**config.mk**
```make
export PLATFORM = sky130hd
export DESIGN_NAME = tri_synth_top
export DESIGN_NICKNAME = d
export VERILOG_FILES = /design/src/design/synth_pkg.sv /design/src/design/note_if.sv /design/src/design/note_sequencer.sv /design/src/design/note_fifo.sv /design/src/design/fx_pitch.sv /design/src/design/tri_channel.sv /design/src/design/tri_synth_top.sv
export SDC_FILE = /design/constraint.sdc
export NUM_CORES = 1
export LEC_CHECK = 0
export ABC_AREA = 1
export BUFFER_PORTS_ARGS = -buffer_cell sky130_fd_sc_hd__buf_2
export CAP_MARGIN = 20
export CORE_ASPECT_RATIO = 1.75
export CORE_MARGIN = 2
export CORE_UTILIZATION = 55
export CTS_CLUSTER_SIZE = 24
export DETAILED_ROUTE_END_ITERATION = 8
export PLACE_DENSITY = 0.72
export SLEW_MARGIN = 20
export SYNTH_ARGS = -nofsm -noshare
export SYNTH_HDL_FRONTEND = slang
export SYNTH_HIERARCHICAL = 1
export SYNTH_SLANG_ARGS = --single-unit
```
**constraint.sdc**
```tcl
create_clock -name clk50mhz -period 3.1 [get_ports clk50mhz]
set_input_delay 0.155 -clock clk50mhz [delete_from_list [all_inputs] [get_ports clk50mhz]]
set_output_delay 0.155 -clock clk50mhz [all_outputs]
set_load 0.02 [all_outputs]
```
**src/design/synth_pkg.sv**
```systemverilog
`default_nettype none

package synth_pkg;

	localparam int FIFO_DEPTH   = 4;  // queued note events, also starting credits
	localparam int FRAME_CYCLES = 64; // clk50mhz cycles per frame tick
	localparam int LEN_TICKS    = 2;  // frame ticks per length unit
	localparam int STEP_SCALE   = 2;  // step divisor = STEP_SCALE * (64 - pitch)

	localparam int NOTE_W     = 6;
	localparam int LEN_W      = 3;
	localparam int NOTE_RANGE = 1 << NOTE_W; // 64 pitch codes

	// derived widths
	localparam int FIFO_PTR_W = $clog2(FIFO_DEPTH);
	localparam int CREDIT_W   = $clog2(FIFO_DEPTH + 1);
	localparam int FRAME_W    = $clog2(FRAME_CYCLES);
	localparam int TICKS_W    = $clog2((1 << LEN_W) * LEN_TICKS + 1);
	localparam int DIV_W      = $clog2(STEP_SCALE * NOTE_RANGE + 1);

	typedef enum logic [1:0] {
		fx_none     = 2'd0,
		fx_porta    = 2'd1,
		fx_vibrato  = 2'd2,
		fx_reserved = 2'd3 // plays the note as written
	} fx_sel_e;

	// option bits, read one way for portamento and another for vibrato
	typedef union packed {
		struct packed {
			logic [1:0] rsvd;  // unused by portamento
			logic [1:0] speed; // ticks per code step, minus one
		} porta;
		struct packed {
			logic [1:0] depth; // excursion above target, minus one
			logic [1:0] speed; // ticks per toggle, minus one
		} vib;
	} fx_opt_u;

	// 15 bit note event
	typedef struct packed {
		logic [NOTE_W-1:0] code;
		logic [LEN_W-1:0]  length;
		fx_sel_e           fx_sel;
		fx_opt_u           fx_opt;
	} note_event_t;

endpackage

`default_nettype wire

```
**src/design/note_if.sv**
```systemverilog
`timescale 1ns/1ps
`default_nettype none

// note events from sequencer into fifo, head event out to the channel
interface note_if import synth_pkg::*; ();

	logic        send_valid;    // one event per cycle, only with a credit held
	note_event_t send_event;
	logic        pop;           // channel takes the head event
	note_event_t pop_event;     // fifo head
	logic        not_empty;
	logic        credit_return; // one pulse per pop

	modport sender (
		output send_valid,
		output send_event,
		input  credit_return
	);

	modport buffer (
		input  send_valid,
		input  send_event,
		input  pop,
		output pop_event,
		output not_empty,
		output credit_return
	);

	modport receiver (
		output pop,
		input  pop_event,
		input  not_empty
	);

endinterface

`default_nettype wire

```
**src/design/note_sequencer.sv**
```systemverilog
`timescale 1ns/1ps
`default_nettype none

module note_sequencer import synth_pkg::*; (
	input  wire logic              clk50mhz,
	input  wire logic              reset,
	input  wire logic              note_valid,
	input  wire logic [NOTE_W-1:0] note_code,
	input  wire logic [LEN_W-1:0]  note_length,
	input  wire fx_sel_e           fx_sel,
	input  wire fx_opt_u           fx_opt,
	output logic                   host_ready,
	note_if.sender                 link
);

	logic [CREDIT_W-1:0] credits; // free fifo slots as seen from here
	logic                accept;
	note_event_t         host_event;

	assign host_ready = (credits != '0);
	assign accept     = note_valid && host_ready; // writes without a credit are dropped

	// pack the host fields
	always_comb
	begin
		host_event.code   = note_code;
		host_event.length = note_length;
		host_event.fx_sel = fx_sel;
		host_event.fx_opt = fx_opt;
	end

	// one cycle register stage onto the link
	always_ff @(posedge clk50mhz)
	begin
		if (reset)
		begin
			link.send_valid <= 1'b0;
		end
		else
		begin
			link.send_valid <= accept;
		end
		if (accept)
			link.send_event <= host_event; // payload, held between sends
	end

	// credit taken when the write is accepted, so the stage in flight is covered
	always_ff @(posedge clk50mhz)
	begin
		if (reset)
		begin
			credits <= CREDIT_W'(FIFO_DEPTH);
		end
		else
		begin
			case ({accept, link.credit_return})
				2'b10:   credits <= credits - 1'b1;
				2'b01:   credits <= credits + 1'b1;
				default: credits <= credits; // none, or both cancel
			endcase
		end
	end

endmodule

`default_nettype wire

```
**src/design/note_fifo.sv**
```systemverilog
`timescale 1ns/1ps
`default_nettype none

module note_fifo import synth_pkg::*; (
	input  wire logic clk50mhz,
	input  wire logic reset,
	note_if.buffer    link
);

	note_event_t           mem [FIFO_DEPTH]; // event storage
	logic [FIFO_PTR_W-1:0] wr_ptr;
	logic [FIFO_PTR_W-1:0] rd_ptr;
	logic [CREDIT_W-1:0]   count;            // occupancy 0..FIFO_DEPTH
	logic                  do_pop;

	assign link.not_empty     = (count != '0);
	assign link.pop_event     = mem[rd_ptr];               // head shown directly
	assign do_pop             = link.pop && link.not_empty;
	assign link.credit_return = do_pop;                    // same cycle as pop

	// no full check, the credit scheme keeps writes within depth
	always_ff @(posedge clk50mhz)
	begin
		if (link.send_valid)
			mem[wr_ptr] <= link.send_event;
	end

	always_ff @(posedge clk50mhz)
	begin
		if (reset)
		begin
			wr_ptr <= '0;
			rd_ptr <= '0;
			count  <= '0;
		end
		else
		begin
			if (link.send_valid)
			begin
				// wrap at depth
				if (wr_ptr == FIFO_PTR_W'(FIFO_DEPTH - 1))
					wr_ptr <= '0;
				else
					wr_ptr <= wr_ptr + 1'b1;
			end
			if (do_pop)
			begin
				if (rd_ptr == FIFO_PTR_W'(FIFO_DEPTH - 1))
					rd_ptr <= '0;
				else
					rd_ptr <= rd_ptr + 1'b1;
			end
			case ({link.send_valid, do_pop})
				2'b10:   count <= count + 1'b1;
				2'b01:   count <= count - 1'b1;
				default: count <= count;
			endcase
		end
	end

endmodule

`default_nettype wire

```
**src/design/fx_pitch.sv**
```systemverilog
`timescale 1ns/1ps
`default_nettype none

module fx_pitch import synth_pkg::*; (
	input  wire logic              clk50mhz,
	input  wire logic              reset,
	input  wire logic              frame_tick,
	input  wire logic              load,
	input  wire logic [NOTE_W-1:0] target,
	input  wire fx_sel_e           fx_sel,
	input  wire fx_opt_u           fx_opt,
	output logic [NOTE_W-1:0]      pitch_code
);

	logic [NOTE_W-1:0] tgt;      // latched target note
	fx_sel_e           sel_q;
	fx_opt_u           opt_q;
	logic [1:0]        rate_cnt; // frame ticks since last effect step
	logic [1:0]        speed;
	logic              vib_hi;   // vibrato currently at upper pitch
	logic [NOTE_W:0]   vib_sum;  // one extra bit for overflow
	logic [NOTE_W-1:0] vib_top;

	// speed shares bits 1:0 in both views
	assign speed   = opt_q.porta.speed;
	assign vib_sum = {1'b0, tgt} + (NOTE_W+1)'(opt_q.vib.depth) + (NOTE_W+1)'(1);
	assign vib_top = vib_sum[NOTE_W] ? {NOTE_W{1'b1}} : vib_sum[NOTE_W-1:0]; // clamp at 63

	always_ff @(posedge clk50mhz)
	begin
		if (reset)
		begin
			tgt        <= '0;
			sel_q      <= fx_none;
			opt_q      <= '0;
			rate_cnt   <= '0;
			vib_hi     <= 1'b0;
			pitch_code <= '0;
		end
		else if (load)
		begin
			tgt      <= target;
			sel_q    <= fx_sel;
			opt_q    <= fx_opt;
			rate_cnt <= '0;
			vib_hi   <= 1'b0;
			if (fx_sel != fx_porta)
				pitch_code <= target; // porta keeps old pitch and glides
		end
		else if (frame_tick)
		begin
			if (rate_cnt == speed)
			begin
				rate_cnt <= '0;
				case (sel_q)
					fx_porta:
					begin
						if (pitch_code < tgt)
							pitch_code <= pitch_code + 1'b1;
						else if (pitch_code > tgt)
							pitch_code <= pitch_code - 1'b1;
					end
					fx_vibrato:
					begin
						vib_hi     <= ~vib_hi;
						pitch_code <= vib_hi ? tgt : vib_top;
					end
					default: pitch_code <= tgt; // none and reserved hold target
				endcase
			end
			else
			begin
				rate_cnt <= rate_cnt + 1'b1;
			end
		end
	end

endmodule

`default_nettype wire

```
**src/design/tri_channel.sv**
```systemverilog
`timescale 1ns/1ps
`default_nettype none

module tri_channel import synth_pkg::*; (
	input  wire logic         clk50mhz,
	input  wire logic         reset,
	note_if.receiver          link,
	output logic [3:0]        wave_out,
	output logic              voice_active,
	output logic [NOTE_W-1:0] pitch_code
);

	logic [FRAME_W-1:0] frame_cnt;  // free running
	logic               frame_tick; // one cycle per frame
	logic [TICKS_W-1:0] ticks_left; // frame ticks until silence
	logic [DIV_W-1:0]   div_cnt;    // cycles until next phase step
	logic [4:0]         phase;      // 0..31, folded to the triangle
	logic               active;

	// cycles per phase step for a pitch code
	function automatic logic [DIV_W-1:0] step_cycles(input logic [NOTE_W-1:0] code);
		step_cycles = DIV_W'(STEP_SCALE) * (DIV_W'(NOTE_RANGE) - DIV_W'(code));
	endfunction

	assign link.pop     = !active && link.not_empty; // take a note whenever idle
	assign frame_tick   = (frame_cnt == FRAME_W'(FRAME_CYCLES - 1));
	assign voice_active = active;
	// upper half runs 15 down to 0, silent when idle
	assign wave_out     = active ? (phase[4] ? ~phase[3:0] : phase[3:0]) : 4'd0;

	always_ff @(posedge clk50mhz)
	begin
		if (reset)
			frame_cnt <= '0;
		else
			frame_cnt <= frame_cnt + 1'b1; // wraps at FRAME_CYCLES
	end

	// load on pop, then count length down in frame ticks
	always_ff @(posedge clk50mhz)
	begin
		if (reset)
		begin
			active     <= 1'b0;
			ticks_left <= '0;
		end
		else if (!active)
		begin
			if (link.pop)
			begin
				active     <= 1'b1;
				ticks_left <= TICKS_W'((link.pop_event.length + 1) * LEN_TICKS);
			end
		end
		else if (frame_tick)
		begin
			if (ticks_left == TICKS_W'(1))
				active <= 1'b0; // length used up
			ticks_left <= ticks_left - 1'b1;
		end
	end

	// step divider and phase counter
	always_ff @(posedge clk50mhz)
	begin
		if (reset)
		begin
			phase   <= '0;
			div_cnt <= '0;
		end
		else if (!active)
		begin
			if (link.pop)
			begin
				phase   <= '0;
				div_cnt <= step_cycles(link.pop_event.code) - 1'b1;
			end
		end
		else if (div_cnt == '0)
		begin
			phase   <= phase + 1'b1;                 // 31 wraps to 0
			div_cnt <= step_cycles(pitch_code) - 1'b1; // follows effect pitch
		end
		else
		begin
			div_cnt <= div_cnt - 1'b1;
		end
	end

	fx_pitch u_fx_pitch (
		.clk50mhz   (clk50mhz),
		.reset      (reset),
		.frame_tick (frame_tick),
		.load       (link.pop),
		.target     (link.pop_event.code),
		.fx_sel     (link.pop_event.fx_sel),
		.fx_opt     (link.pop_event.fx_opt),
		.pitch_code (pitch_code)
	);

endmodule

`default_nettype wire

```
**src/design/tri_synth_top.sv**
```systemverilog
`timescale 1ns/1ps
`default_nettype none

module tri_synth_top import synth_pkg::*; (
	input  wire logic              clk50mhz,
	input  wire logic              reset,
	input  wire logic              note_valid,
	input  wire logic [NOTE_W-1:0] note_code,
	input  wire logic [LEN_W-1:0]  note_length,
	input  wire fx_sel_e           fx_sel,
	input  wire fx_opt_u           fx_opt,
	output logic                   host_ready,
	output logic [3:0]             wave_out,
	output logic                   voice_active,
	output logic [NOTE_W-1:0]      pitch_code
);

	note_if link (); // sequencer -> fifo -> channel

	note_sequencer u_sequencer (
		.clk50mhz    (clk50mhz),
		.reset       (reset),
		.note_valid  (note_valid),
		.note_code   (note_code),
		.note_length (note_length),
		.fx_sel      (fx_sel),
		.fx_opt      (fx_opt),
		.host_ready  (host_ready),
		.link        (link.sender)
	);

	note_fifo u_fifo (
		.clk50mhz (clk50mhz),
		.reset    (reset),
		.link     (link.buffer)
	);

	tri_channel u_channel (
		.clk50mhz     (clk50mhz),
		.reset        (reset),
		.link         (link.receiver),
		.wave_out     (wave_out),
		.voice_active (voice_active),
		.pitch_code   (pitch_code)
	);

endmodule

`default_nettype wire

```
==> summary.md <==
| Metric | Value |
|---|---|
| Core Area | `0.0125 mm2` |
| Die ar. | `0.0137 mm2` |
| Setup TNS Final | `0 ns` |
| Critical path class | `flip-flop to flip-flop` |
| Pre-CTS WS | `0.569 ns` |
| Final setup violation count | `0` |
| ANT nets after route | `0` |
| Slowest stage delay, CP | `0.47 ns` |
| Synth Cell Area | `0.00702 mm2` |
| Average wire per standard cell | `14.6 um` |
| FMAX | `0.390 GHz` |
| Total Routing Usage GR | `22.9%` |
| LEAKAGE | `3.36 nW` |
| Synthesized netlist net count | `842` |
| Postcts setup bufs | `0` |
| Worst hold slack | `0.181 ns` |
| Hold-fix buffers, CTS | `16` |
| Ratio of cells with drive above 1 in the final layout | `16.3%` |
| CP cell instances | `inv_2 > nor2_1 > o22ai_1 > inv_2 > ha_1 > nor2_1 > nand3_1 > inv_1 > nand3_1 > nand2_1 > nand2_1 > o21bai_1 > a21oi_2` |
| Antenna Cells | `0` |
| Peak VDD IR | `0.581 mV` |
| Period utilization | `82.8%` |
| Rows | `54` |
| Int Pwr | `5.20 mW` |
| Slew Limit Fails | `0` |
| Status | `finished, final reports clean` |
| Slew headroom | `51.6%` |
| I/O pins | `30` |
| Worst path slowest cell | `dfxtp_1` |
| TritonCTS clock tree | `yes` |
| Switching portion of total power | `45.2%` |
| Starting Density | `56.2%` |
| Reg2reg setup slack | `0.53 ns` |
| Root Driver | `clkbuf_16` |
| PD cells | `1180 mW/mm2` |
| Worst Setup End Kind | `flip-flop` |
| Die width | `89.4 um` |
| Num CTS Buffers | `17` |
| Die H | `153 um` |
| Total Wirelength | `14,900 um` |
| Synth top cells by count | `nand2_1 (126), inv_1 (96), nor2_1 (81)` |
| Top area cells in the synthesized netlist | `edfxtp_1 (32%), dfxtp_1 (17%), nand2_1 (6.7%), ha_1 (5.3%), inv_1 (5.1%)` |
| Tightest Pin Transition | `0.726 ns` |
| First-pass GRT wire length | `24,700 um` |
| Hold Fails Final Rpt | `0` |
| Max-cap viol count | `0` |
| H-tree levels | `4` |
| Layout area overhead | `14.6%` |
| CP Max Fanout | `15` |
| Comb pwr share | `53.3%` |
| Post-layout min period | `2.57 ns` |
| # nets final | `896` |
| Hold Path Class | `input port to flip-flop` |
| Clock slew at reported path FFs | `0.05 ns` |
| Synth Instances | `790` |
| Sequential Power Share | `26.8%` |
| Initial antenna violation count | `0` |
| Sequential area share after synthesis | `48.9%` |
| Fill count | `1,042` |
| Cts repair resizes | `0` |
| Sink Count | `134` |
| Initial DRC Count | `310` |
| Yosys reg bits | `134` |
| Share of the synthesized area in the top cell type | `32.1%` |
| DRC | `0` |
| Clk Latency, worst-skew pair | `0.41 ns` |
| Worst EP required | `3.40 ns` |
| Routed vias/inst | `5.49` |
| DR pass1 iterations | `5` |
| Via count | `5,628` |
| Most common cell in the netlist | `nand2_1` |
| RSZ-0062 raised after global routing | `false` |
| Switching pwr | `4.28 mW` |
| Max Root-Sink Buffers | `2` |
| Largest net degree at the start of global routing | `24` |
| Hpwl dp | `10,700 um` |
| Post-synth top flop | `edfxtp_1` |
| Critical Path AT | `2.87 ns` |
| Post-Route Skew | `0.00677 ns` |
| Synth unique cells | `47` |
| Startpoint Class | `flip-flop` |
| Ys async rst share | `0%` |
| IO Port Bufs | `29` |
| Clk pwr share | `19.9%` |
| Syn avg cell area | `8.89 um2` |
| GP Congestion | `0.919` |
| Grt total ovfl | `0` |
| Synth warn | `6` |
| Min-delay src | `reset` |
| Yosys top cell by area | `edfxtp_1` |
| Number of global-route vias before repair | `5,590` |
| Number of synthesized flops with an enable pin | `75` |
| Core Util, Final | `64.4%` |
| Worst setup margin | `0.533 ns` |
## cells by family (layout without fill, tap and decap cells)
| logic type | Yosys count | count (layout) | share of synthesized area (%) |
|---|---|---|---|
| compound gates | 164 | 164 | 14.4 |
| xor+xnor | 16 | 16 | 2.00 |
| fa+ha+maj | 34 | 34 | 6.49 |
| buf+inv | 127 | 194 | 7.57 |
| flops | 134 | 134 | 48.9 |
| simple gates | 315 | 315 | 20.6 |
## cell type report
type	count	area, um2	share of cell area (%)
Clock buffer	24	490	6.10
Clock inverter	8	75.1	0.933
Inverter	107	402	4.99
Multi-Input combinational cell	529	3060	38.0
Sequential cell	134	3430	42.7
Tap cell	168	210	2.61
Timing Repair Buffer	55	380	4.73
## per-layer routing
metal | wire, um | track usage, %
met1 | 5680 | 24.0
met2 | 8200 | 41.7
met3 | 519 | 4.75
met4 | 531 | 10.9
met5 | 0 | 0
## path summary, 6_finish.rpt
kind                                                 end  cells after the start
setup / recovery       u_channel/div_cnt[6]$_SDFFE_PP0P_                     13
hold / removal    u_sequencer/link.send_valid$_SDFF_PP0_                      2
setup reg to reg       u_channel/div_cnt[6]$_SDFFE_PP0P_                     13
hold reg to reg        u_channel/frame_cnt[0]$_SDFF_PP0_                      1
## flip-flops by register name, summed over array words and instances, names as in the netlist, 3 cells and up, named ones only
register,cells
u_sequencer/credits,3
u_fifo/count,3
u_channel/u_fx_pitch/pitch_code,6
u_sequencer/link.send_event,15
u_channel/ticks_left,5
u_channel/div_cnt,8
u_channel/u_fx_pitch/tgt,6
u_fifo/mem,60
u_channel/u_fx_pitch/opt_q,4
u_channel/frame_cnt,6
u_channel/phase,5
## placed cells by master (no fill, tap or decap), drive strengths merged
cell type,instances
o21bai,3
o21ai,77
buf,39
bufinv,1
nor3,6
and2,1
o22ai,17
a21oi,53
nand3,55
edfxtp,75
inv,107
o211ai,3
fa,4
or2,5
clkbuf,24
a22oi,2
nor2b,1
nand3b,2
dlygate4sd3,16
a211oi,1
nand4,12
xnor2,9
dfxtp,59
ha,30
nand2,141
xor2,7
clkinvlp,2
nor2,92
o221ai,1
clkinv,5
a31oi,5
o21a,2
## power groups by stage
stage / Combinational (mW) / Clock, mW / Sequential, mW
after floorplan: 3.91 / 0 / 2.54
after global placement: 4.79 / 0 / 2.55
after detailed placement: 4.96 / 0 / 2.58
after CTS: 5.01 / 1.92 / 2.54
after global routing: 5.69 / 2.00 / 2.59
final: 5.05 / 1.89 / 2.54
## through the flow
| step | total power, mW | instance area (um2) | std cells |
|---|---|---|---|
| finish | 9.49 | 8050 | 1025 |
| global route | 10.3 | 8050 | 1025 |
| CTS | 9.47 | 8050 | 1025 |
| detailed placement | 7.54 | 7320 | 977 |
| global placement | 7.34 | 7320 | 977 |
| floorplan | 6.45 | 7020 | 790 |
## critical path: cells and delay by family, from the launching register on
family                     cells  cell delay (ns)
and+or+nand+nor                6             0.50
AOI/OAI and AO/OA              3             0.60
adders and majority gates      1             0.35
buffers and inverters          3             0.55
DFF                            1             0.47
No activity file was read; power rests on OpenSTA's default activity.
